## src/include/mips_defines.svh

```systemverilog
`ifndef MIPS_DEFINES_SVH
`define MIPS_DEFINES_SVH

// first instruction sits one word above address 0
`define RESET_VECTOR 32'h0000_0004
`define RAM_WORDS    256

// primary opcodes
`define OP_SPECIAL 6'h00
`define OP_ADDIU   6'h09
`define OP_LW      6'h23
`define OP_SW      6'h2b

// funct codes under OP_SPECIAL
`define FN_SLL  6'h00
`define FN_JR   6'h08
`define FN_ADDU 6'h21
`define FN_SUBU 6'h23
`define FN_AND  6'h24
`define FN_OR   6'h25
`define FN_SLT  6'h2a
`define FN_SLTU 6'h2b

`endif

```

## src/verilog/mips_pkg.sv

```systemverilog
`include "mips_defines.svh"

package mips_pkg;

    localparam int RAM_AW = $clog2(`RAM_WORDS); // word index width into the RAM

    typedef logic [31:0]       word_t;
    typedef logic [4:0]        reg_idx_t;
    typedef logic [RAM_AW-1:0] ram_idx_t;

    // ********************
    // master side of the four-phase link

    // held stable by the master while req is high
    typedef struct packed {
        word_t addr;
        word_t wdata;
        logic  we;
    } bus_req_t;

    typedef struct packed {
        word_t rdata; // valid while ack is high
    } bus_rsp_t;

    // ********************
    // state machines

    typedef enum logic [2:0] {
        ST_IDLE,
        ST_FETCH,
        ST_EXEC,
        ST_MEM,
        ST_WB,
        ST_HALT
    } core_state_t;

    typedef enum logic [1:0] {
        ARB_IDLE,
        ARB_BUSY,
        ARB_ACK
    } arb_state_t;

endpackage

```

## src/verilog/mips_fetch.sv

```systemverilog
`timescale 1ns/1ns
`include "mips_defines.svh"

module mips_fetch
    import mips_pkg::*;
(
    input  logic     clk,
    input  logic     arst_n,
    input  logic     run,
    input  logic     instr_take,
    input  logic     redirect,
    input  word_t    redirect_pc,
    output logic     instr_valid,
    output word_t    instr,
    output logic     fetch_req,
    output bus_req_t fetch_bus_req,
    input  logic     fetch_ack,
    input  bus_rsp_t fetch_bus_rsp
);

    word_t pc_q;        // address of the word being or about to be fetched
    word_t buf_q;
    word_t redir_pc_q;
    logic  buf_valid_q;
    logic  req_q;
    logic  redir_pend_q; // jump target waits for the delay slot to land
    logic  issue;
    logic  capture;

    assign capture = req_q && fetch_ack;
    // start only once ack from the previous word is gone
    assign issue   = run && !req_q && !fetch_ack && (!buf_valid_q || instr_take);

    always_ff @(posedge clk or negedge arst_n) begin
        if (!arst_n) begin
            pc_q         <= `RESET_VECTOR;
            req_q        <= 1'b0;
            buf_valid_q  <= 1'b0;
            redir_pend_q <= 1'b0;
        end else begin
            if (issue) req_q <= 1'b1;
            else if (capture) req_q <= 1'b0;

            if (capture) buf_valid_q <= 1'b1;
            else if (instr_take) buf_valid_q <= 1'b0;

            // the word landing now is the delay slot, so the stream turns here
            if (capture) begin
                if (redirect) pc_q <= redirect_pc;
                else if (redir_pend_q) pc_q <= redir_pc_q;
                else pc_q <= pc_q + 32'd4;
                redir_pend_q <= 1'b0;
            end else if (redirect) begin
                redir_pend_q <= 1'b1;
            end
        end
    end

    always_ff @(posedge clk) begin
        if (capture) buf_q <= fetch_bus_rsp.rdata;
        if (redirect) redir_pc_q <= redirect_pc;
    end

    assign fetch_req     = req_q;
    assign fetch_bus_req = '{addr: pc_q, wdata: '0, we: 1'b0};
    assign instr_valid   = buf_valid_q;
    assign instr         = buf_q;

endmodule

```

## config.mk

```make
export PLATFORM = sky130hd
export DESIGN_NAME = mips_fetch
export DESIGN_NICKNAME = d
export VERILOG_FILES = /design/src/verilog/mips_pkg.sv /design/src/verilog/mips_fetch.sv
export VERILOG_INCLUDE_DIRS = /design/src /design/src/include
export SDC_FILE = /design/constraint.sdc
export NUM_CORES = 1
export LEC_CHECK = 0
export BUFFER_PORTS_ARGS = -buffer_cell sky130_fd_sc_hd__buf_2
export CAP_MARGIN = 10
export CELL_PAD_IN_SITES_DETAIL_PLACEMENT = 0
export CELL_PAD_IN_SITES_GLOBAL_PLACEMENT = 1
export CORE_UTILIZATION = 34
export CTS_CLUSTER_SIZE = 30
export DETAILED_ROUTE_END_ITERATION = 12
export GPL_TIMING_DRIVEN = 0
export PLACE_DENSITY = 0.76
export SYNTH_ARGS = -nofsm -noshare
export SYNTH_HDL_FRONTEND = slang
export SYNTH_SLANG_ARGS = --single-unit
```

## constraint.sdc

```tcl
create_clock -name clk -period 2.2 [get_ports clk]
set_input_delay 0 -clock clk [delete_from_list [all_inputs] [get_ports clk]]
set_output_delay 0 -clock clk [all_outputs]
set_load 0.01 [all_outputs]
```

==> out/qor.yml <==
grt:
  grt_max_degree: 42
  grt_use_total: 0.1994
  antenna_found_initial: 0
  grt_first_pass_wirelength_microns: 21580
  grt_pass1_vias: 3948
  overflow: 0
finish:
  nets: 710
  synthToLayoutAreaGrowth_pct: 42.38
  final_util: 0.5002
  fillers: 1188
  layout-drive-gt1-share: 0.3292
  antenna_cells: 0
route:
  wl_per_cell_microns: 16.86
  wl_microns: 13820
  postRouteAntennaNets: 0
  drt-initial-drc-count: 230
  drc_errors: 0
  vias_per_cell: 5.050
  drt_first_pass_iters: 5
  vias: 4141
synthesis:
  synthTopCellsByCount: "edfxtp_1, buf_4, dfrtp_1, o21ai_0"
  seq_area_frac_synth: 0.5992
  synth_edf_count: 64
  syn_area_per_cell_sq_um: 11.88
  ys_types: 59
  async_reset_ff_frac: 0.3535
  synth_seq_cells: 99
  syn-instance-count: 393
  synth_area_sq_um: 4671
  synthTopCellsByArea: "edfxtp_1, dfrtp_1, buf_4"
  yosysTopAreaCellShare: 0.4115
  synth_top_flop_cell: "edfxtp_1"
  yosysTopAreaCell: "edfxtp_1"
  yosysWarnings: 0
  yosysMostFrequentCell: "edfxtp_1"
sta:
  tightest_slew_ns: 0.8729
  hold_viol: 0
  fin_crit_ns: 2.016
  relSlewSlack: 0.4181
  clock_skew_ns: 0.008693
  finalSetupViolations: 0
  fmax_ghz: 0.4961
  rsz0062_at_grt: "false"
  maxSlewViolCount: 0
  finalCritPeriodShare: 0.9162
run:
  maxCapViolations: 0
pwr:
  power_density_nw_per_um2: 751.8
  p_leak_nw: 2.832
  ir_drop_mv: 0.3491
  power_mw: 4.999
placement:
  routabilityCongestion: 0.8413
  dp_hpwl_microns: 9455
  portBuffers: 135
setup_path:
  cp-end-kind: "flip-flop"
  slowest_delay_ns: 0.60
  cp_cell_sequence: "ha_1, nand3_2, nor2_4, and2_1, o21ai_0, a2bb2oi_1"
  crit_fanout: 10
  cpMaxStageDelayCell: "dfstp_2"
  worstSetupPathType: "reg2reg"
  critPathArrivalTime_ns: 2.29
  required_ns: 2.47
  start_kind: "flip-flop"
worst_hold_path:
  hold_path_class: "in2reg"
clock_tree:
  clk_path_buf_depth: 2
  clk_latency_ns: 0.35
  post_cts_buffers: 0
  cts_root_buffer: "clkbuf_16"
  cts_tree: "yes"
  htree_levels: 3
  numClockSinks: 99
  clk_pin_slew_worst_paths_ns: 0.07
  cts_buffers: 9
floorplanning:
  die_area_sq_um: 14210
  core_sq_um: 13300
  fp-row-count: 42
  fp.dieW_microns: 119.2
  io_pins: 169
  start_util: 0.3513
  die_h_microns: 119.2
run_status:
  status: "completed"
==> sequential cells by signal (all words and copies together) (netlist names) <==
name / flops
instr: 32
instr_valid: 1
redir_pend_q: 1
fetch_req: 1
pc_q: 32
redir_pc_q: 32
==> placed cells by master (no fill, tap or decap), types with 7 or more instances in the layout <==
master,synthesis,routed
a21oi_1,17,17
a221oi_1,7,7
a22oi_1,11,11
a31oi_1,14,14
buf_2,7,142
buf_4,35,35
clkbuf_1,10,7
clkbuf_16,0,9
conb_1,1,33
dfrtp_1,34,34
dlygate4sd3_1,0,68
edfxtp_1,64,64
nand2_1,27,27
nand4_1,9,9
nor2_1,27,27
o21ai_0,30,30
o21ai_1,9,9
==> final timing paths <==
kind | slack (ns) | start | to | depth (start not counted)
min in group asynchronous | 0.29 | arst_n | pc_q[23]$_DFFE_PN0P_ | 2
setup / recovery | 0.18 | pc_q[2]$_DFFE_PN1P_ | pc_q[20]$_DFFE_PN0P_ | 6
hold reg to reg | 0.51 | instr_valid$_DFFE_PN0P_ | instr_valid$_DFFE_PN0P_ | 2
hold / removal | 0.26 | redirect | redir_pc_q[0]$_DFFE_PP_ | 1
max in group asynchronous | 1.37 | arst_n | pc_q[24]$_DFFE_PN0P_ | 2
setup reg to reg | 0.18 | pc_q[2]$_DFFE_PN1P_ | pc_q[20]$_DFFE_PN0P_ | 6
==> layer usage <==
| metal | up-vias | part of all wire | GRT usage |
|---|---|---|---|
| li1 | 1935 | - | - |
| met1 | 1985 | 0.43 | 0.2623 |
| met2 | 212 | 0.48 | 0.3325 |
| met3 | 9 | 0.085 | 0.04262 |
| met4 | 0 | 0.0082 | 0.05142 |
| met5 | - | 0 | 0 |
==> layout make-up <==
| type | instances | area (sq um) | share of cell area |
|---|---|---|---|
| sequential | 99 | 2799 | 0.4209 |
| multi-input combinational | 267 | 1623 | 0.2440 |
| timing repair buffer | 203 | 1359 | 0.2043 |
| buffer | 54 | 352.8 | 0.05306 |
| clock buffer | 10 | 239.0 | 0.03594 |
| tap | 176 | 220.2 | 0.03311 |
| clock inverter | 6 | 38.79 | 0.005833 |
| inverter | 5 | 18.77 | 0.002822 |
==> cell families after synthesis <==
group                    share of synthesized area
buffers and inverters                      0.07902
AND/OR/NAND/NOR                             0.1422
other                                    0.0008029
adder cells (fa/ha/maj)                   0.002678
multiplexers                               0.01098
AO/OA/AOI/OAI                               0.1650
flip-flops                                  0.5993
==> critical path: cells and delay by family (launching register included) <==
family,cells,cell delay [ns]
adder cells (fa/ha/maj),1,0.25
flip-flops,1,0.60
AND/OR/NAND/NOR,3,0.77
AO/OA/AOI/OAI,2,0.32
==> per-stage QoR <==
step | TNS [ns] | setup WS, ns | area (sq um) | instances | hold WS [ns]
global route | 0 | 0.001915 | 6650 | 820 | 0.3045
floorplan | 0 | 0.4262 | 4792 | 425 | -0.2956
CTS | 0 | 0.09062 | 6646 | 820 | 0.3326
detailed placement | -1.817 | -0.2031 | 5688 | 736 | 0.1755
finish | 0 | 0.1844 | 6650 | 820 | 0.2619
global placement | -1.091 | -0.1578 | 5688 | 736 | 0.1643
==> where the power goes <==
group	internal [mW]	total, mW	switching [mW]	leakage, nW
clock network	0.798	1.49	0.693	0.137
registers	2.22	2.50	0.285	1.04
logic	0.462	1.00	0.542	1.66
==> timing repair <==
action                                 4_1_cts  5_1_grt
endpoints found under the hold margin      114        0
resized for setup                            0        5
setup endpoints to repair                    0        5
hold buffers                                68        0
No activity file was read; power rests on OpenSTA's default activity.
