===== src/include/mips_defines.svh =====
`ifndef MIPS_DEFINES_SVH
`define MIPS_DEFINES_SVH

// first instruction sits one word above address 0
`define RESET_VECTOR 32'h0000_0004
`define RAM_WORDS    256

// primary opcodes
`define OP_SPECIAL 6'h00
`define OP_ADDIU   6'h09
`define OP_LW      6'h23
`define OP_SW      6'h2b

// funct codes under OP_SPECIAL
`define FN_SLL  6'h00
`define FN_JR   6'h08
`define FN_ADDU 6'h21
`define FN_SUBU 6'h23
`define FN_AND  6'h24
`define FN_OR   6'h25
`define FN_SLT  6'h2a
`define FN_SLTU 6'h2b

`endif


===== src/verilog/mips_pkg.sv =====
`include "mips_defines.svh"

package mips_pkg;

    localparam int RAM_AW = $clog2(`RAM_WORDS); // word index width into the RAM

    typedef logic [31:0]       word_t;
    typedef logic [4:0]        reg_idx_t;
    typedef logic [RAM_AW-1:0] ram_idx_t;

    // ********************
    // master side of the four-phase link

    // held stable by the master while req is high
    typedef struct packed {
        word_t addr;
        word_t wdata;
        logic  we;
    } bus_req_t;

    typedef struct packed {
        word_t rdata; // valid while ack is high
    } bus_rsp_t;

    // ********************
    // state machines

    typedef enum logic [2:0] {
        ST_IDLE,
        ST_FETCH,
        ST_EXEC,
        ST_MEM,
        ST_WB,
        ST_HALT
    } core_state_t;

    typedef enum logic [1:0] {
        ARB_IDLE,
        ARB_BUSY,
        ARB_ACK
    } arb_state_t;

endpackage


===== src/verilog/mips_core.sv =====
`timescale 1ns/1ns
`include "mips_defines.svh"

module mips_core
    import mips_pkg::*;
(
    input  logic  clk,
    input  logic  arst_n,
    input  logic  instr_valid,
    input  word_t instr,
    output logic  instr_take,
    output logic  redirect,
    output word_t redirect_pc,
    output logic  run,
    output logic  mem_start,
    output word_t mem_addr,
    output word_t mem_wdata,
    output logic  mem_we,
    input  logic  mem_done,
    input  word_t mem_rdata,
    output logic  active,
    output word_t register_v0
);

    core_state_t state_q, state_d, retire_st;
    word_t       ir_q;
    word_t       regs [32];
    logic        halt_pend_q; // jr to 0 seen, stop after its delay slot

    logic [5:0]  op, fn;
    logic [4:0]  shamt;
    reg_idx_t    rs, rt, rd, alu_dst, rf_idx;
    word_t       simm, rs_val, rt_val, alu_res, rf_data;
    logic        alu_we, is_jr, is_lw, is_sw, rf_we;

    assign op     = ir_q[31:26];
    assign rs     = ir_q[25:21];
    assign rt     = ir_q[20:16];
    assign rd     = ir_q[15:11];
    assign shamt  = ir_q[10:6];
    assign fn     = ir_q[5:0];
    assign simm   = {{16{ir_q[15]}}, ir_q[15:0]};
    assign rs_val = (rs == '0) ? '0 : regs[rs]; // $zero is hardwired
    assign rt_val = (rt == '0) ? '0 : regs[rt];

    // ********************
    // decode and ALU
    always_comb begin
        alu_res = '0;
        alu_we  = 1'b0;
        alu_dst = rd;
        is_jr   = 1'b0;
        is_lw   = 1'b0;
        is_sw   = 1'b0;
        case (op)
            `OP_SPECIAL: begin
                alu_we = 1'b1;
                case (fn)
                    `FN_SLL:  alu_res = rt_val << shamt;
                    `FN_ADDU: alu_res = rs_val + rt_val;
                    `FN_SUBU: alu_res = rs_val - rt_val;
                    `FN_AND:  alu_res = rs_val & rt_val;
                    `FN_OR:   alu_res = rs_val | rt_val;
                    `FN_SLT:  alu_res = word_t'($signed(rs_val) < $signed(rt_val));
                    `FN_SLTU: alu_res = word_t'(rs_val < rt_val);
                    `FN_JR: begin
                        alu_we = 1'b0;
                        is_jr  = 1'b1;
                    end
                    default:  alu_we = 1'b0; // unknown funct runs as a nop
                endcase
            end
            `OP_ADDIU: begin
                alu_we  = 1'b1;
                alu_dst = rt;
                alu_res = rs_val + simm;
            end
            `OP_LW:  is_lw = 1'b1;
            `OP_SW:  is_sw = 1'b1;
            default: alu_we = 1'b0;
        endcase
    end

    // ********************
    // control FSM
    assign retire_st = halt_pend_q ? ST_HALT : ST_FETCH;

    always_comb begin
        state_d = state_q;
        case (state_q)
            ST_IDLE:  state_d = ST_FETCH;
            ST_FETCH: if (instr_valid) state_d = ST_EXEC;
            ST_EXEC:  state_d = (is_lw || is_sw) ? ST_MEM : retire_st;
            ST_MEM:   if (mem_done) state_d = is_lw ? ST_WB : retire_st;
            ST_WB:    state_d = retire_st;
            default:  state_d = ST_HALT;
        endcase
    end

    always_ff @(posedge clk or negedge arst_n) begin
        if (!arst_n) begin
            state_q     <= ST_IDLE;
            halt_pend_q <= 1'b0;
        end else begin
            state_q <= state_d;
            if (redirect && redirect_pc == '0) halt_pend_q <= 1'b1;
        end
    end

    always_ff @(posedge clk) begin
        if (instr_take) ir_q <= instr;
    end

    // register file, load data lands in ST_WB
    assign rf_we   = (state_q == ST_EXEC && alu_we) || state_q == ST_WB;
    assign rf_idx  = (state_q == ST_WB) ? rt : alu_dst;
    assign rf_data = (state_q == ST_WB) ? mem_rdata : alu_res;

    always_ff @(posedge clk or negedge arst_n) begin
        if (!arst_n) begin
            for (int i = 0; i < 32; i++) regs[i] <= '0;
        end else if (rf_we && rf_idx != '0) begin
            regs[rf_idx] <= rf_data;
        end
    end

    assign instr_take  = (state_q == ST_FETCH) && instr_valid;
    assign redirect    = (state_q == ST_EXEC) && is_jr;
    assign redirect_pc = rs_val;
    assign mem_start   = (state_q == ST_EXEC) && (is_lw || is_sw);
    assign mem_addr    = rs_val + simm;
    assign mem_wdata   = rt_val;
    assign mem_we      = is_sw;
    assign run         = (state_q != ST_HALT); // lets fetch prefetch from reset release on
    assign active      = (state_q != ST_IDLE) && (state_q != ST_HALT);
    assign register_v0 = regs[2];

endmodule


===== config.mk =====
export PLATFORM = sky130hd
export DESIGN_NAME = mips_core
export DESIGN_NICKNAME = d
export VERILOG_FILES = /design/src/verilog/mips_pkg.sv /design/src/verilog/mips_core.sv
export VERILOG_INCLUDE_DIRS = /design/src /design/src/include
export SDC_FILE = /design/constraint.sdc
export NUM_CORES = 2
export LEC_CHECK = 0
export BUFFER_PORTS_ARGS = -buffer_cell sky130_fd_sc_hd__buf_4
export CAP_MARGIN = 15
export CELL_PAD_IN_SITES_DETAIL_PLACEMENT = 0
export CELL_PAD_IN_SITES_GLOBAL_PLACEMENT = 1
export CORE_AREA = 3 3 404 485
export CTS_BUF_LIST = sky130_fd_sc_hd__clkbuf_4 sky130_fd_sc_hd__clkbuf_8
export DETAILED_ROUTE_END_ITERATION = 10
export DIE_AREA = 0 0 407 488
export GPL_ROUTABILITY_DRIVEN = 0
export PLACE_DENSITY = 0.67
export SYNTH_ARGS = -nofsm -noshare
export SYNTH_HDL_FRONTEND = slang
export SYNTH_SLANG_ARGS = --single-unit

===== constraint.sdc =====
create_clock -name clk -period 8.95 [get_ports clk]
set_clock_uncertainty 0.2 [all_clocks]
set_input_delay 1.79 -clock clk [delete_from_list [all_inputs] [get_ports clk]]
set_output_delay 1.79 -clock clk [all_outputs]
set_load 0.02 [all_outputs]

==> qor.csv <==
stage;metric;value;unit
status;status;complete, no violations;
yosys;number of synthesized flops with an enable pin;32;
pwr;sw frac;0.418;
pwr;Clock power frac;0.281;
grt;number of global-route vias before repair;56900;
floorplan;core area;192000;sq um
critical_path;Worst Path Arrival;6.80;ns
routing;vias per cell;6.30;
sta;max-slew violation count;0;
placed_design;IO Port Bufs;201;
clock_network;cts hold-fix bufs;0;
critical_path;Crit-path slowest cell;mux2i_1;
sta;setup ws final;0.157;ns
sta;smallest hold slack;0.183;ns
finish;Finished Cell Area;75300;sq um
floorplan;std cell rows;176;
critical_path;CP Data Required Time;6.96;ns
yosys;mapped cell area;66900;sq um
placed_design;placed instance area;71400;sq um
routing;Post-Route WL;301;mm
critical_path;CP cell instances;buf_12, buf_6, buf_4, mux2i_1, o221ai_1, a221o_1, and2_1, inv_1, xnor2_1, nand3_1, nor4_1, nand2_1, o21ai_0, xnor2_1, buf_4;
grt;Overall Global Routing Usage;0.297;
critical_path;class of the most critical setup path;reg -> out;
sta;post-route setup TNS;0;ns
sta;Slew @ Worst Pin;1.28;ns
grt;largest net degree at the start of global routing;166;
sta;Tmin final;8.79;ns
sta;Slew HR;0.145;
yosys;largest cells by area after synthesis;dfrtp_1 (38%), mux4_2 (12%), mux2i_1 (5.3%);
yosys;count leader, synth;dfrtp_1;
yosys;Synth area leader;dfrtp_1;
placed_design;HPWL after DPL;207;mm
pwr;Internal Power;9.67;mW
clock_network;htree depth;4;
critical_path;critical path endpoint category;output port;
pwr;Seq pwr share;0.311;
grt;initial antenna violation count;17;
critical_path;worst setup path start;ir_q[21]$_DFFE_PP_;
yosys;sequential share of the synthesized area;0.399;
floorplan;Die Footprint;199000;sq um
yosys;YS warnings;0;
floorplan;Horiz. Die Dim;407;microns
min_path;worst min-delay path startpoint;regs[993]$_DFFE_PN0P_;
routing;DRC;0;
grt;grt ovf;0;
routing;vias post-DR;58800;
sta;final period utilization;0.982;
run;maxcap violations;0;
sta;maximum clock rate;114;MHz
sta;Final Hold Fails;0;
yosys;number of synthesized register bits;1060;
routing;drt initial violations;7146;
clock_network;clk slew on worst S/H paths;0.07;ns
yosys;Async S/R FF share, synth;0.970;
floorplan;Die Height;488;microns
critical_path;Largest stage delay, worst path;0.73;ns
yosys;synthesized instance count;6607;
routing;Detail Route Antenna Nets;0;
floorplan;effective utilization at floorplan;0.349;
clock_network;Num CTS Buffers;171;
clock_network;clk buf depth;3;
critical_path;crit-path max FO;31;
finish;share of cells above drive strength 1;0.232;
finish;Layout Area Growth over Synthesis;12.5;%
sta;final setup vio count;0;
yosys;main flop type after synthesis;dfrtp_1;
sta;RSZ-0062 raised after global routing;false;
yosys;post-synth top area share;0.385;
yosys;syn_area_per_cell;10.1;sq um
min_path;Hold/Removal Path Class;reg -> reg;
pwr;maximum resistive drop on vdd;0.000172;V
placed_design;DP Worst Slack;0.706;ns
clock_network;Clock Latency Late Sink;0.95;ns
grt;first-pass GRT wire length;426;mm
routing;1st-pass router iterations;9;
yosys;Distinct cells, synth;99;
clock_network;root buffer cell;clkbuf_8;
pwr;Pleak;31.8;nW
pwr;Power Density;221;nW/um^2
finish;final net count;6798;
critical_path;crit start category;flop;
floorplan;I/O pins;202;
routing;Routed wire per std cell;32.3;microns
yosys;syn nets;6793;
pwr;Comb pwr share;0.408;
pwr;Switch Pwr;6.95;mW
clock_network;TritonCTS clock tree;done;
yosys;top cell types by occurrence after synthesis;dfrtp_1 (1028), nand2_1 (847), o21ai_0 (576), nor2_1 (519), clkbuf_1 (462);
critical_path;Worst R2R Start;ir_q[16]$_DFFE_PP_;
clock_network;clock sink count;1060;
power groups by stage:
stage | combinational, mW | clock [mW] | sequential (mW)
finish | 6.77 | 4.67 | 5.17
global route | 6.99 | 4.95 | 5.19
CTS | 6.50 | 4.75 | 5.16
detailed placement | 6.48 | 0 | 5.25
global placement | 6.47 | 0 | 5.24
floorplan | 3.89 | 0 | 5.16
layout make-up:
| class | count | area [sq um] |
|---|---|---|
| clock inverters | 42 | 498 |
| well taps | 2581 | 3230 |
| inverters | 134 | 503 |
| repair buffers | 506 | 4200 |
| diodes | 14 | 35.0 |
| multi-input cells | 4739 | 36900 |
| flip-flops and latches | 1060 | 26700 |
| clock buffers | 256 | 3200 |
| fillers | 18900 | 117000 |
through the flow:
stage / power [mW] / util / std cells
final: 16.6 / 0.392 / 9332
after global routing: 17.1 / 0.392 / 9319
after CTS: 16.4 / 0.391 / 9311
after detailed placement: 11.7 / 0.372 / 9013
after global placement: 11.7 / 0.372 / 9012
after floorplan: 9.05 / - / 6607
flip-flops by register name (all words and copies together) (netlist names):
signal / cells
halt_pend_q: 1
regs: 992
state_q: 3
ir_q: 32
register_v0: 32
final timing paths:
path	slack, ns	cells past startpoint	end
setup / recovery	0.16	15	mem_addr[31]
hold / removal	0.18	0	regs[993]$_DFFE_PN0P_
setup reg to reg	0.24	16	regs[764]$_DFFE_PN0P_
hold reg to reg	0.18	0	regs[993]$_DFFE_PN0P_
max in group asynchronous	5.81	3	regs[829]$_DFFE_PN0P_
min in group asynchronous	0.72	1	regs[5]$_DFFE_PN0P_
per-layer routing:
metal	wire length, microns	global-route usage
met3	28500	0.0689
met1	114000	0.372
met2	133000	0.455
met5	54	0
met4	25000	0.200
worst max-delay path, delay by kind of cell (launching register included):
kind | cells | cell delay, ns
xor gates and xnor gates | 2 | 0.49
buffers and inverters | 5 | 1.61
DFF | 1 | 0.45
muxes | 1 | 0.73
AOI/OAI and AO/OA | 3 | 1.29
and+or+nand+nor | 4 | 1.20
cells by family after synthesis:
group / after synthesis / share of synthesized area
AO/OA/AOI/OAI: 1768 / 0.172
XOR/XNOR: 57 / 0.00746
adder cells (fa/ha/maj): 125 / 0.0232
buffers and inverters: 808 / 0.0566
flip-flops: 1060 / 0.399
AND/OR/NAND/NOR: 1793 / 0.116
multiplexers: 996 / 0.226
repair_timing:
action | in CTS | in global routing
buffers inserted | 0 | 1
setup endpoints to repair | 1 | 9
cloned | 0 | 2
gates resized for setup | 3 | 10
pin swaps | 0 | 0
placed cells by master (no fill, tap or decap), types with 22 or more instances in the layout:
master | synthesis | final
mux2_2 | 241 | 241
a221oi_1 | 61 | 53
buf_12 | 8 | 23
dfrtp_1 | 1028 | 1028
a21oi_1 | 228 | 225
mux4_2 | 346 | 346
o221ai_1 | 42 | 41
ha_1 | 117 | 117
nand4_1 | 28 | 28
o211ai_1 | 41 | 41
nand3_1 | 101 | 101
a211oi_1 | 28 | 24
a41oi_1 | 50 | 49
inv_1 | 128 | 128
or3_1 | 31 | 28
and3_1 | 36 | 35
nor2_1 | 519 | 487
nand2_1 | 847 | 846
nor3_1 | 59 | 52
o21ai_0 | 576 | 572
nor2_2 | 0 | 30
nor4_1 | 27 | 24
and2_1 | 23 | 22
buf_4 | 71 | 474
o31ai_1 | 93 | 92
a22oi_1 | 143 | 142
o22ai_1 | 45 | 44
clkbuf_8 | 0 | 204
a21o_1 | 33 | 33
mux2i_1 | 357 | 354
a22o_1 | 53 | 53
edfxtp_1 | 32 | 32
clkbuf_4 | 0 | 52
mux2_4 | 30 | 30
xnor2_1 | 45 | 45
a31oi_1 | 178 | 177
nand2b_1 | 25 | 25
Note: power is estimated with default switching activity, not from simulation.
