--- src/include/mips_defines.svh ---
`ifndef MIPS_DEFINES_SVH
`define MIPS_DEFINES_SVH

// first instruction sits one word above address 0
`define RESET_VECTOR 32'h0000_0004
`define RAM_WORDS    256

// primary opcodes
`define OP_SPECIAL 6'h00
`define OP_ADDIU   6'h09
`define OP_LW      6'h23
`define OP_SW      6'h2b

// funct codes under OP_SPECIAL
`define FN_SLL  6'h00
`define FN_JR   6'h08
`define FN_ADDU 6'h21
`define FN_SUBU 6'h23
`define FN_AND  6'h24
`define FN_OR   6'h25
`define FN_SLT  6'h2a
`define FN_SLTU 6'h2b

`endif

--- src/verilog/mips_pkg.sv ---
`include "mips_defines.svh"

package mips_pkg;

    localparam int RAM_AW = $clog2(`RAM_WORDS); // word index width into the RAM

    typedef logic [31:0]       word_t;
    typedef logic [4:0]        reg_idx_t;
    typedef logic [RAM_AW-1:0] ram_idx_t;

    // ********************
    // master side of the four-phase link

    // held stable by the master while req is high
    typedef struct packed {
        word_t addr;
        word_t wdata;
        logic  we;
    } bus_req_t;

    typedef struct packed {
        word_t rdata; // valid while ack is high
    } bus_rsp_t;

    // ********************
    // state machines

    typedef enum logic [2:0] {
        ST_IDLE,
        ST_FETCH,
        ST_EXEC,
        ST_MEM,
        ST_WB,
        ST_HALT
    } core_state_t;

    typedef enum logic [1:0] {
        ARB_IDLE,
        ARB_BUSY,
        ARB_ACK
    } arb_state_t;

endpackage

--- src/verilog/mips_lsu.sv ---
`timescale 1ns/1ns

module mips_lsu
    import mips_pkg::*;
(
    input  logic     clk,
    input  logic     arst_n,
    input  logic     mem_start,
    input  word_t    mem_addr,
    input  word_t    mem_wdata,
    input  logic     mem_we,
    output logic     mem_done,
    output word_t    mem_rdata,
    output logic     lsu_req,
    output bus_req_t lsu_bus_req,
    input  logic     lsu_ack,
    input  bus_rsp_t lsu_bus_rsp
);

    logic     busy_q; // covers the whole handshake, until ack is low again
    logic     req_q;
    logic     done_q;
    bus_req_t breq_q;
    word_t    rdata_q;

    always_ff @(posedge clk or negedge arst_n) begin
        if (!arst_n) begin
            busy_q <= 1'b0;
            req_q  <= 1'b0;
            done_q <= 1'b0;
        end else begin
            done_q <= req_q && lsu_ack;
            if (mem_start) begin
                busy_q <= 1'b1;
                req_q  <= 1'b1;
            end else begin
                if (req_q && lsu_ack) req_q <= 1'b0;
                if (busy_q && !req_q && !lsu_ack) busy_q <= 1'b0;
            end
        end
    end

    always_ff @(posedge clk) begin
        if (mem_start) breq_q <= '{addr: mem_addr, wdata: mem_wdata, we: mem_we};
        if (req_q && lsu_ack) rdata_q <= lsu_bus_rsp.rdata;
    end

    assign lsu_req     = req_q;
    assign lsu_bus_req = breq_q;
    assign mem_done    = done_q;
    assign mem_rdata   = rdata_q;

    a_no_overlap: assert property (@(posedge clk) disable iff (!arst_n) mem_start |-> !busy_q)
        else $error("mips_lsu: mem_start while a transfer is still running");

endmodule

--- config.mk ---
export PLATFORM = sky130hd
export DESIGN_NAME = mips_lsu
export DESIGN_NICKNAME = d
export VERILOG_FILES = /design/src/verilog/mips_pkg.sv /design/src/verilog/mips_lsu.sv
export VERILOG_INCLUDE_DIRS = /design/src /design/src/include
export SDC_FILE = /design/constraint.sdc
export NUM_CORES = 1
export LEC_CHECK = 0
export BUFFER_PORTS_ARGS = -buffer_cell sky130_fd_sc_hd__buf_2
export CAP_MARGIN = 20
export CORE_AREA = 2 2 107 109
export CTS_BUF_LIST = sky130_fd_sc_hd__clkbuf_16
export DETAILED_ROUTE_END_ITERATION = 8
export DIE_AREA = 0 0 109 111
export GPL_TIMING_DRIVEN = 0
export PLACE_DENSITY = 0.68
export SYNTH_ARGS = -nofsm -noshare
export SYNTH_HDL_FRONTEND = slang
export SYNTH_SLANG_ARGS = --single-unit
export TNS_END_PERCENT = 30
--- constraint.sdc ---
create_clock -name clk -period 1.75 [get_ports clk]
set_input_delay 0.175 -clock clk [delete_from_list [all_inputs] [get_ports clk]]
set_output_delay 0.175 -clock clk [all_outputs]
set_load 0.02 [all_outputs]
==> flow_metrics.tcl, run 1 <==
set metrics [dict create \
    status "finished clean" \
    max_stage_delay_ns 0.60 \
    final_util 0.429 \
    die_w_um 109 \
    end_kind "register" \
    slew_viol_final 0 \
    vias_per_cell 3.92 \
    vias 1915 \
    drive_gt1_frac 0.617 \
    antennaDiodeCount 0 \
    worst_pin_slew_ns 0.686 \
    worst-path-buf-inv 0 \
    vdd_drop_max_mv 0.471 \
    relSlewSlack 0.543 \
    worst_path_max_delay_cell "and2_2" \
    p_leak_nw 2.05 \
    grt_start_max_net_pins 43 \
    port-buffer-count 199 \
    hpwl_mm 4.97 \
    cts_tree "done" \
    finalSetupTns_ns 0 \
    synth_warnings 0 \
    top_level_ports 200 \
    avgSynthCellArea_um2 29.2 \
    hold_viol 0 \
    wl_per_cell_um 13.7 \
    powerDensity_nw_per_um2 1140 \
    synth_top_cell_by_area "edfxtp_1" \
    wirelength_mm 6.68 \
    crit_path_start_kind "register" \
    gp_congestion 0.677 \
    min_from "mem_addr[9]" \
    synth_enable_flop_cells 97 \
    worstSkewPairLatency_ns 0.33 \
    cts.reportedPaths.clkPinSlew_ns 0.06 \
    whs_ns 0.0162 \
    antenna_found_initial 0 \
    start_util 0.269 \
    cp.required_ns 1.71 \
    rr_startpoint "lsu_req" \
    drtPass1Iterations 3 \
    route.detailed.drc 0 \
    crit_chain "and2_2" \
    synth_common_cells "edfxtp_1, dfrtp_1, a21o_1, and2_2, inv_1" \
    cts_sinks 99 \
    die_h_um 111 \
    rsz0062_at_grt "no" \
    arrival_ns 1.30 \
    grt-ovfl-total 0 \
    synth_cell_types 5 \
    cap_violations 0 \
    crit_type "register to register" \
    async_reset_ff_frac 0.0202 \
    cts_resized 0 \
    ant_nets 0 \
    synth_fp_nets 203 \
    yosysMostFrequentCell "edfxtp_1" \
    startpoint "lsu_req" \
    synth_area_um2 2980 \
    finClkSkew_ns 0.00293 \
    synth_flop_cell "edfxtp_1" \
    hold_path.class "primary input to register" \
    clockBufferDepth 2 \
    grt_pass1_vias 2104 \
    period_minus_slack_ns 1.33 \
    first_iter_violations 29 \
    die-area_um2 12100 \
    grt_pass1_wl_mm 9.84 \
    ys_seq_area_frac 0.994 \
    final-setup-viol-count 0 \
    ys_top_cells_by_area "edfxtp_1, dfrtp_1, a21o_1" \
    place_ws_ns 0.396 \
    synth_cells 102 \
    maxClockFrequency_mhz 750 \
    nets 441 \
    grtUsageTotal 0.111 \
    fp-row-count 39 \
    cp_top_family "simple AND/OR/NAND/NOR gates" \
    ys_ff_latch 99 \
    core_um2 11100 \
    cp_max_fo 33 \
    cts_buffers 9 \
    synth_top_area_frac 0.977 \
    finalCritPeriodShare 0.762 \
    htreeDepth 3 \
    worst_slack_ns 0.416 \
    clock-root-buffer "clkbuf_16" \
    syn_to_final_growth_pct 59.4 \
]
==> cell families (layout without fill, tap and decap cells) <==
group | Yosys count | in the layout | synth area share
flip-flops | 99 | 99 | 0.994
AO/OA/AOI/OAI | 1 | 1 | 0.00252
buffers and inverters | 1 | 244 | 0.00126
AND/OR/NAND/NOR | 1 | 1 | 0.00252
==> per-layer routing <==
metal | routed length (µm) | global-route usage
met4 | 182 | 0.0709
met2 | 3110 | 0.188
met5 | 0 | 0
met1 | 2310 | 0.104
met3 | 1090 | 0.0570
==> timing repair <==
action                                 4_1_cts  5_1_grt
buffers inserted                             0        0
endpoints found under the hold margin       27        1
hold buffers                                26        1
==> state kept, by name, indices dropped and copies added (netlist names) <==
signal       count
mem_done         1
lsu_bus_req     65
lsu_req          1
mem_rdata       32
==> cell type report <==
| cell class | instances | area, µm² |
|---|---|---|
| multi-input cells | 2 | 15.0 |
| repair buffers | 227 | 1290 |
| fillers | 991 | 6320 |
| flip-flops and latches | 99 | 2960 |
| well taps | 143 | 179 |
| clock inverters | 7 | 80.1 |
| inverters | 1 | 3.75 |
| clock buffers | 9 | 225 |
==> cells in the final DEF, fill, tap and decap left out <==
cell           netlist  layout
dfrtp_1              2       2
clkinv_2             0       1
inv_1                1       5
and2_2               1       1
edfxtp_1            97      97
bufinv_16            0       2
buf_2                0     199
dlygate4sd3_1        0      27
a21o_1               1       1
buf_12               0       1
clkbuf_16            0       9
==> worst paths after layout <==
path / end / slack, ns / depth (start not counted)
worst min register to register: lsu_req / 0.50 / 1
max in group asynchronous: mem_done / 1.49 / 2
worst min-delay path: lsu_bus_req[42] / 0.02 / 1
worst max register to register: mem_rdata[9] / 0.42 / 1
worst max-delay path: mem_rdata[9] / 0.42 / 1
min in group asynchronous: lsu_req / 0.17 / 2
==> per-stage QoR <==
stage	instances	instance area (µm²)	power [mW]
after global placement	444	4160	3.41
after global routing	488	4750	5.61
final	488	4750	5.40
after CTS	487	4740	5.48
after floorplan	102	2980	3.12
after detailed placement	445	4180	3.43
==> power by group <==
| group | internal, mW | switching, mW | total, mW |
|---|---|---|---|
| logic | 0.228 | 0.357 | 0.585 |
| clock network | 1.23 | 0.751 | 1.98 |
| registers | 2.79 | 0.0368 | 2.83 |
| total | 4.25 | 1.14 | 5.40 |
Power figures use the tool's default switching activity.
==> inputs of run 2 (changes only) <==
- clock period: 1.75 -> 1.38 ns (I/O delays scaled with it)
==> flow_metrics.tcl, run 2 (synthesis gave the netlist of run 1 again) <==
set metrics [dict create \
    status "finished clean" \
    largest_reg_flops 65 \
    grt_pass1_wl_mm 11.3 \
    total_power_mw 7.02 \
    reg2regPathDepth 1 \
    finClkSkew_ns 0.00252 \
    cts_buffers 9 \
    p_leak_nw 2.34 \
    core_um2 11100 \
    vias 2216 \
    max_stage_delay_ns 0.42 \
    grt.busiest_layer "met2" \
    crit_type "register to register" \
    fin_area_um2 5450 \
    cap_violations 0 \
    worstSkewPairLatency_ns 0.33 \
    first_iter_violations 57 \
    clockBufferDepth 2 \
    fp-row-count 39 \
    period_minus_slack_ns 1.15 \
    crit_chain "and2_4" \
    grt-ovfl-total 0 \
    port-buffer-count 199 \
    antenna_found_initial 0 \
    cp_max_fo 33 \
    drtPass1Iterations 4 \
    arrival_ns 1.14 \
    cp_top_family "simple AND/OR/NAND/NOR gates" \
    powerDensity_nw_per_um2 1290 \
    die-area_um2 12100 \
    use_met3 0.0529 \
    grt_start_max_net_pins 43 \
    nets 511 \
    worst_path_max_delay_cell "and2_4" \
    vdd_drop_max_mv 0.603 \
    hold_path.class "primary input to register" \
    cts_sinks 99 \
    route.detailed.drc 0 \
    min_from "mem_addr[7]" \
    start_util 0.269 \
    cp.required_ns 1.37 \
    whs_ns 0.0162 \
    gp_congestion 0.677 \
    antennaDiodeCount 0 \
    wirelength_mm 7.84 \
    grtUsageTotal 0.127 \
    hpwl_mm 4.97 \
    end_kind "register" \
    ant_nets 0 \
    worst-path-buf-inv 0 \
    die_h_um 111 \
    wl_per_cell_um 14.1 \
    final-setup-viol-count 0 \
    grt_use_met1 0.126 \
    die_w_um 109 \
    worst_pin_slew_ns 0.592 \
    relSlewSlack 0.605 \
    slew_viol_final 0 \
    syn_to_final_growth_pct 82.9 \
    crit_path_start_kind "register" \
    min_to "lsu_bus_req[40]" \
    cts.reportedPaths.clkPinSlew_ns 0.06 \
    placed_area_um2 4180 \
    grtUsageMet2 0.221 \
    rsz0062_at_grt "no" \
    vias_per_cell 3.97 \
    hold_viol 0 \
    grt_pass1_vias 2369 \
    drive_gt1_frac 0.513 \
    maxClockFrequency_mhz 870 \
    finalCritPeriodShare 0.833 \
    reg2reg_setup_slack_ns 0.23 \
    clock-root-buffer "clkbuf_16" \
    reg2reg_to "mem_rdata[9]" \
    rr_startpoint "lsu_req" \
    top_level_ports 200 \
    cts_tree "done" \
    holdPathStages 1 \
    htreeDepth 3 \
    final_common_cell "buf_2" \
    cts_setup_buffers 0 \
    layout_common_cells "buf_2, dlygate4sd3_1, edfxtp_1, clkbuf_16, inv_1" \
]
-- run 2: cell count changes in the layout (fill, tap and decap cells not counted), sizes merged --
cell | previous run | this run
dlygate4sd3 | 27 | 97
-- run 2: cell type report --
cell class / instances / area, µm²
Fill cell: 885 / 5620
Sequential cell: 99 / 2960
Timing Repair Buffer: 297 / 1990
Clock buffer: 9 / 225
Tap cell: 143 / 179
Clock inverter: 7 / 80.1
Multi-Input combinational cell: 2 / 16.3
Inverter: 1 / 3.75
-- run 2: per-stage QoR --
step / TNS, ns / std cells / setup slack (ns) / utilization
after floorplan: 0 / 102 / 0.0187 / -
after global placement: -15.80 / 444 / -0.249 / 0.375
after detailed placement: 0 / 445 / 0.0261 / 0.377
after CTS: 0 / 558 / 0.0247 / 0.492
after global routing: 0 / 558 / 0.164 / 0.492
final: 0 / 558 / 0.231 / 0.492
-- run 2: power by group --
part | switching (mW) | total (mW) | internal, mW
combinational | 0.488 | 0.908 | 0.420
sequential | 0.0507 | 3.59 | 3.54
clock | 0.961 | 2.52 | 1.56
-- run 2: repair_timing --
item,in CTS,in global routing
hold endpoints to repair,98,0
gates resized for setup,0,1
hold buffers,97,0
setup endpoints to repair,0,32
-- run 2: worst max path at each step --
stage / startpoint / end / cells past startpoint / slack [ns]
after floorplan: lsu_req / mem_rdata[0] / 1 / 0.02
after CTS: lsu_req / mem_rdata[9] / 1 / 0.02
final: lsu_req / mem_rdata[9] / 1 / 0.23
after global routing: lsu_req / mem_rdata[16] / 1 / 0.16
after global placement: mem_start / lsu_bus_req[9] / 1 / -0.25
after detailed placement: lsu_req / mem_rdata[31] / 1 / 0.03
-- run 2: routing by layer --
metal | part of all wire | vias up
li1 | - | 1025
met1 | 0.36 | 1028
met2 | 0.49 | 152
met3 | 0.13 | 11
met4 | 0.021 | 0
met5 | 0 | -
==> inputs of run 3 (changes only) <==
- ABC_AREA: not set -> 1
- PLACE_DENSITY: 0.68 -> 0.71
- clock period: 1.38 -> 1 ns (I/O delays scaled with it)
==> flow_metrics.tcl, run 3 <==
set metrics [dict create \
    grtUsageTotal 0.137 \
    antenna_found_initial 0 \
    ant_nets 0 \
    ys_seq_area_frac 0.992 \
    finClkSkew_ns 0.00475 \
    ys_top_cells_by_area "edfxtp_1, dfrtp_1, inv_1" \
    crit_chain "nand2_4 -> clkinvlp_4 -> buf_12" \
    hold_viol 0 \
    status "complete, but fails checks" \
    final-setup-viol-count 34 \
    gp_congestion 0.633 \
    port-buffer-count 199 \
    drtPass1Iterations 4 \
    worst_pin_slew_ns 0.642 \
    grt_pass1_vias 2423 \
    synth_common_cells "edfxtp_1, inv_1, nand2_1, dfrtp_1" \
    grt_pass1_wl_mm 12.1 \
    cts.reportedPaths.clkPinSlew_ns 0.06 \
    synth_area_um2 2990 \
    ys_ff_latch 99 \
    worstSkewPairLatency_ns 0.33 \
    p_leak_nw 2.34 \
    ff_latch_area_um2 2960 \
    synth_cell_types 4 \
    multi_input_area_um2 18.8 \
    relSlewSlack 0.572 \
    clock-root-buffer "clkbuf_16" \
    vias 2230 \
    finalCritPeriodShare 1.03 \
    synth_flop_cell "edfxtp_1" \
    largest_reg_flops 65 \
    grt_start_max_net_pins 40 \
    avgSynthCellArea_um2 28.4 \
    htreeDepth 3 \
    violations "negative setup slack" \
    synth_top_area_frac 0.976 \
    total_power_mw 9.20 \
    worst_slack_ns -0.0348 \
    end_kind "register" \
    cts_sinks 99 \
    whs_ns 0.0639 \
    worst-path-buf-inv 2 \
    synth_cells 105 \
    syn_to_final_growth_pct 83.8 \
    synth_enable_flop_cells 97 \
    max_stage_delay_ns 0.43 \
    wl_per_cell_um 14.3 \
    antennaDiodeCount 0 \
    cp_top_family "flip-flops" \
    rsz0062_at_grt "yes" \
    hold_path.class "primary input to register" \
    synth_warnings 0 \
    die-area_um2 12100 \
    crit_type "register to register" \
    period_minus_slack_ns 1.03 \
    nets 519 \
    worst_path_max_delay_cell "dfrtp_2" \
    synth_fp_nets 206 \
    die_w_um 109 \
    fp-row-count 39 \
    cp.required_ns 1.09 \
    grt-ovfl-total 0 \
    cts_tree "done" \
    wirelength_mm 8.08 \
    hpwl_mm 5.33 \
    fillers 947 \
    maxClockFrequency_mhz 966 \
    core_um2 11100 \
    crit_path_start_kind "register" \
    synth_top_cell_by_area "edfxtp_1" \
    yosysMostFrequentCell "edfxtp_1" \
    die_h_um 111 \
    cap_violations 0 \
    vdd_drop_max_mv 0.716 \
    start_util 0.270 \
    first_iter_violations 77 \
    cp_max_fo 17 \
    clockBufferDepth 2 \
    powerDensity_nw_per_um2 1680 \
    drive_gt1_frac 0.520 \
    vias_per_cell 3.95 \
    final_common_cell "buf_2" \
    slew_viol_final 0 \
    async_reset_ff_frac 0.0202 \
    layout_common_cells "buf_2, dlygate4sd3_1, edfxtp_1, clkbuf_16, buf_6" \
    cts_buffers 9 \
    top_level_ports 200 \
    arrival_ns 1.12 \
    route.detailed.drc 0 \
]
[run 3: changes by cell type in the layout (fill, tap and decap cells not counted), sizes merged, moves of 2 or more]
cell	previous run	this run
clkinv	1	5
buf	200	203
inv	5	2
nand2	0	3
bufinv	2	0
clkinvlp	0	2
[run 3: repair_timing]
action	in CTS	in global routing
hold endpoints to repair	99	0
buffers inserted	3	0
hold buffers	98	0
cloned	1	0
resized for setup	6	3
setup endpoints to repair	41	71
[run 3: report_power, final]
| part | total [mW] | internal (mW) | switching [mW] |
|---|---|---|---|
| Clock | 2.93 | 1.62 | 1.31 |
| Combinational | 1.30 | 0.612 | 0.693 |
| Sequential | 4.97 | 4.89 | 0.0761 |
[run 3: layer usage]
| metal | vias up | GRT usage | wire [µm] |
|---|---|---|---|
| li1 | 1041 | - | - |
| met1 | 1065 | 0.137 | 2820 |
| met2 | 101 | 0.251 | 4510 |
| met3 | 23 | 0.0359 | 492 |
| met4 | 0 | 0.0735 | 261 |
| met5 | - | 0 | 0 |
[run 3: cell families after synthesis]
group / after synthesis / synth area share
buffers and inverters: 3 / 0.00377
DFF: 99 / 0.992
and+or+nand+nor: 3 / 0.00377
[run 3: worst paths after layout]
check                           startpoint            to  slack, ns  depth (start not counted)
worst max register to register     lsu_req  mem_rdata[6]      -0.03                          3
worst min-delay path               lsu_ack       lsu_req       0.06                          4
min in group asynchronous           arst_n       lsu_req       0.10                          2
worst min register to register     lsu_req       lsu_req       0.55                          2
max in group asynchronous           arst_n       lsu_req       0.80                          2
worst max-delay path               lsu_req  mem_rdata[6]      -0.03                          3
[run 3: area by class of cell]
type                       instances  area share
clock buffer                       9      0.0410
clock inverter                     5     0.00410
inverter                           3     0.00274
multi-input combinational          3     0.00342
sequential                        99       0.540
tap                              143      0.0326
timing repair buffer             301       0.374
timing repair inverter             1     0.00137
[run 3: metrics by stage]
step	setup TNS (ns)	cell area, µm²	worst slack (ns)	std cells	utilization
CTS	-0.971	5480	-0.0403	564	0.494
floorplan	-11.74	2990	-0.359	105	-
detailed placement	-28.02	4190	-0.523	448	0.378
global route	-2.26	5490	-0.0571	564	0.495
finish	-0.784	5490	-0.0348	564	0.495
global placement	-49.73	4170	-0.531	447	0.376
[run 3: worst reg2reg max path: stages (launching register included)]
cell and delay (ns):
dfrtp_2 0.43, nand2_4 0.10, clkinvlp_4 0.10, buf_12 0.16
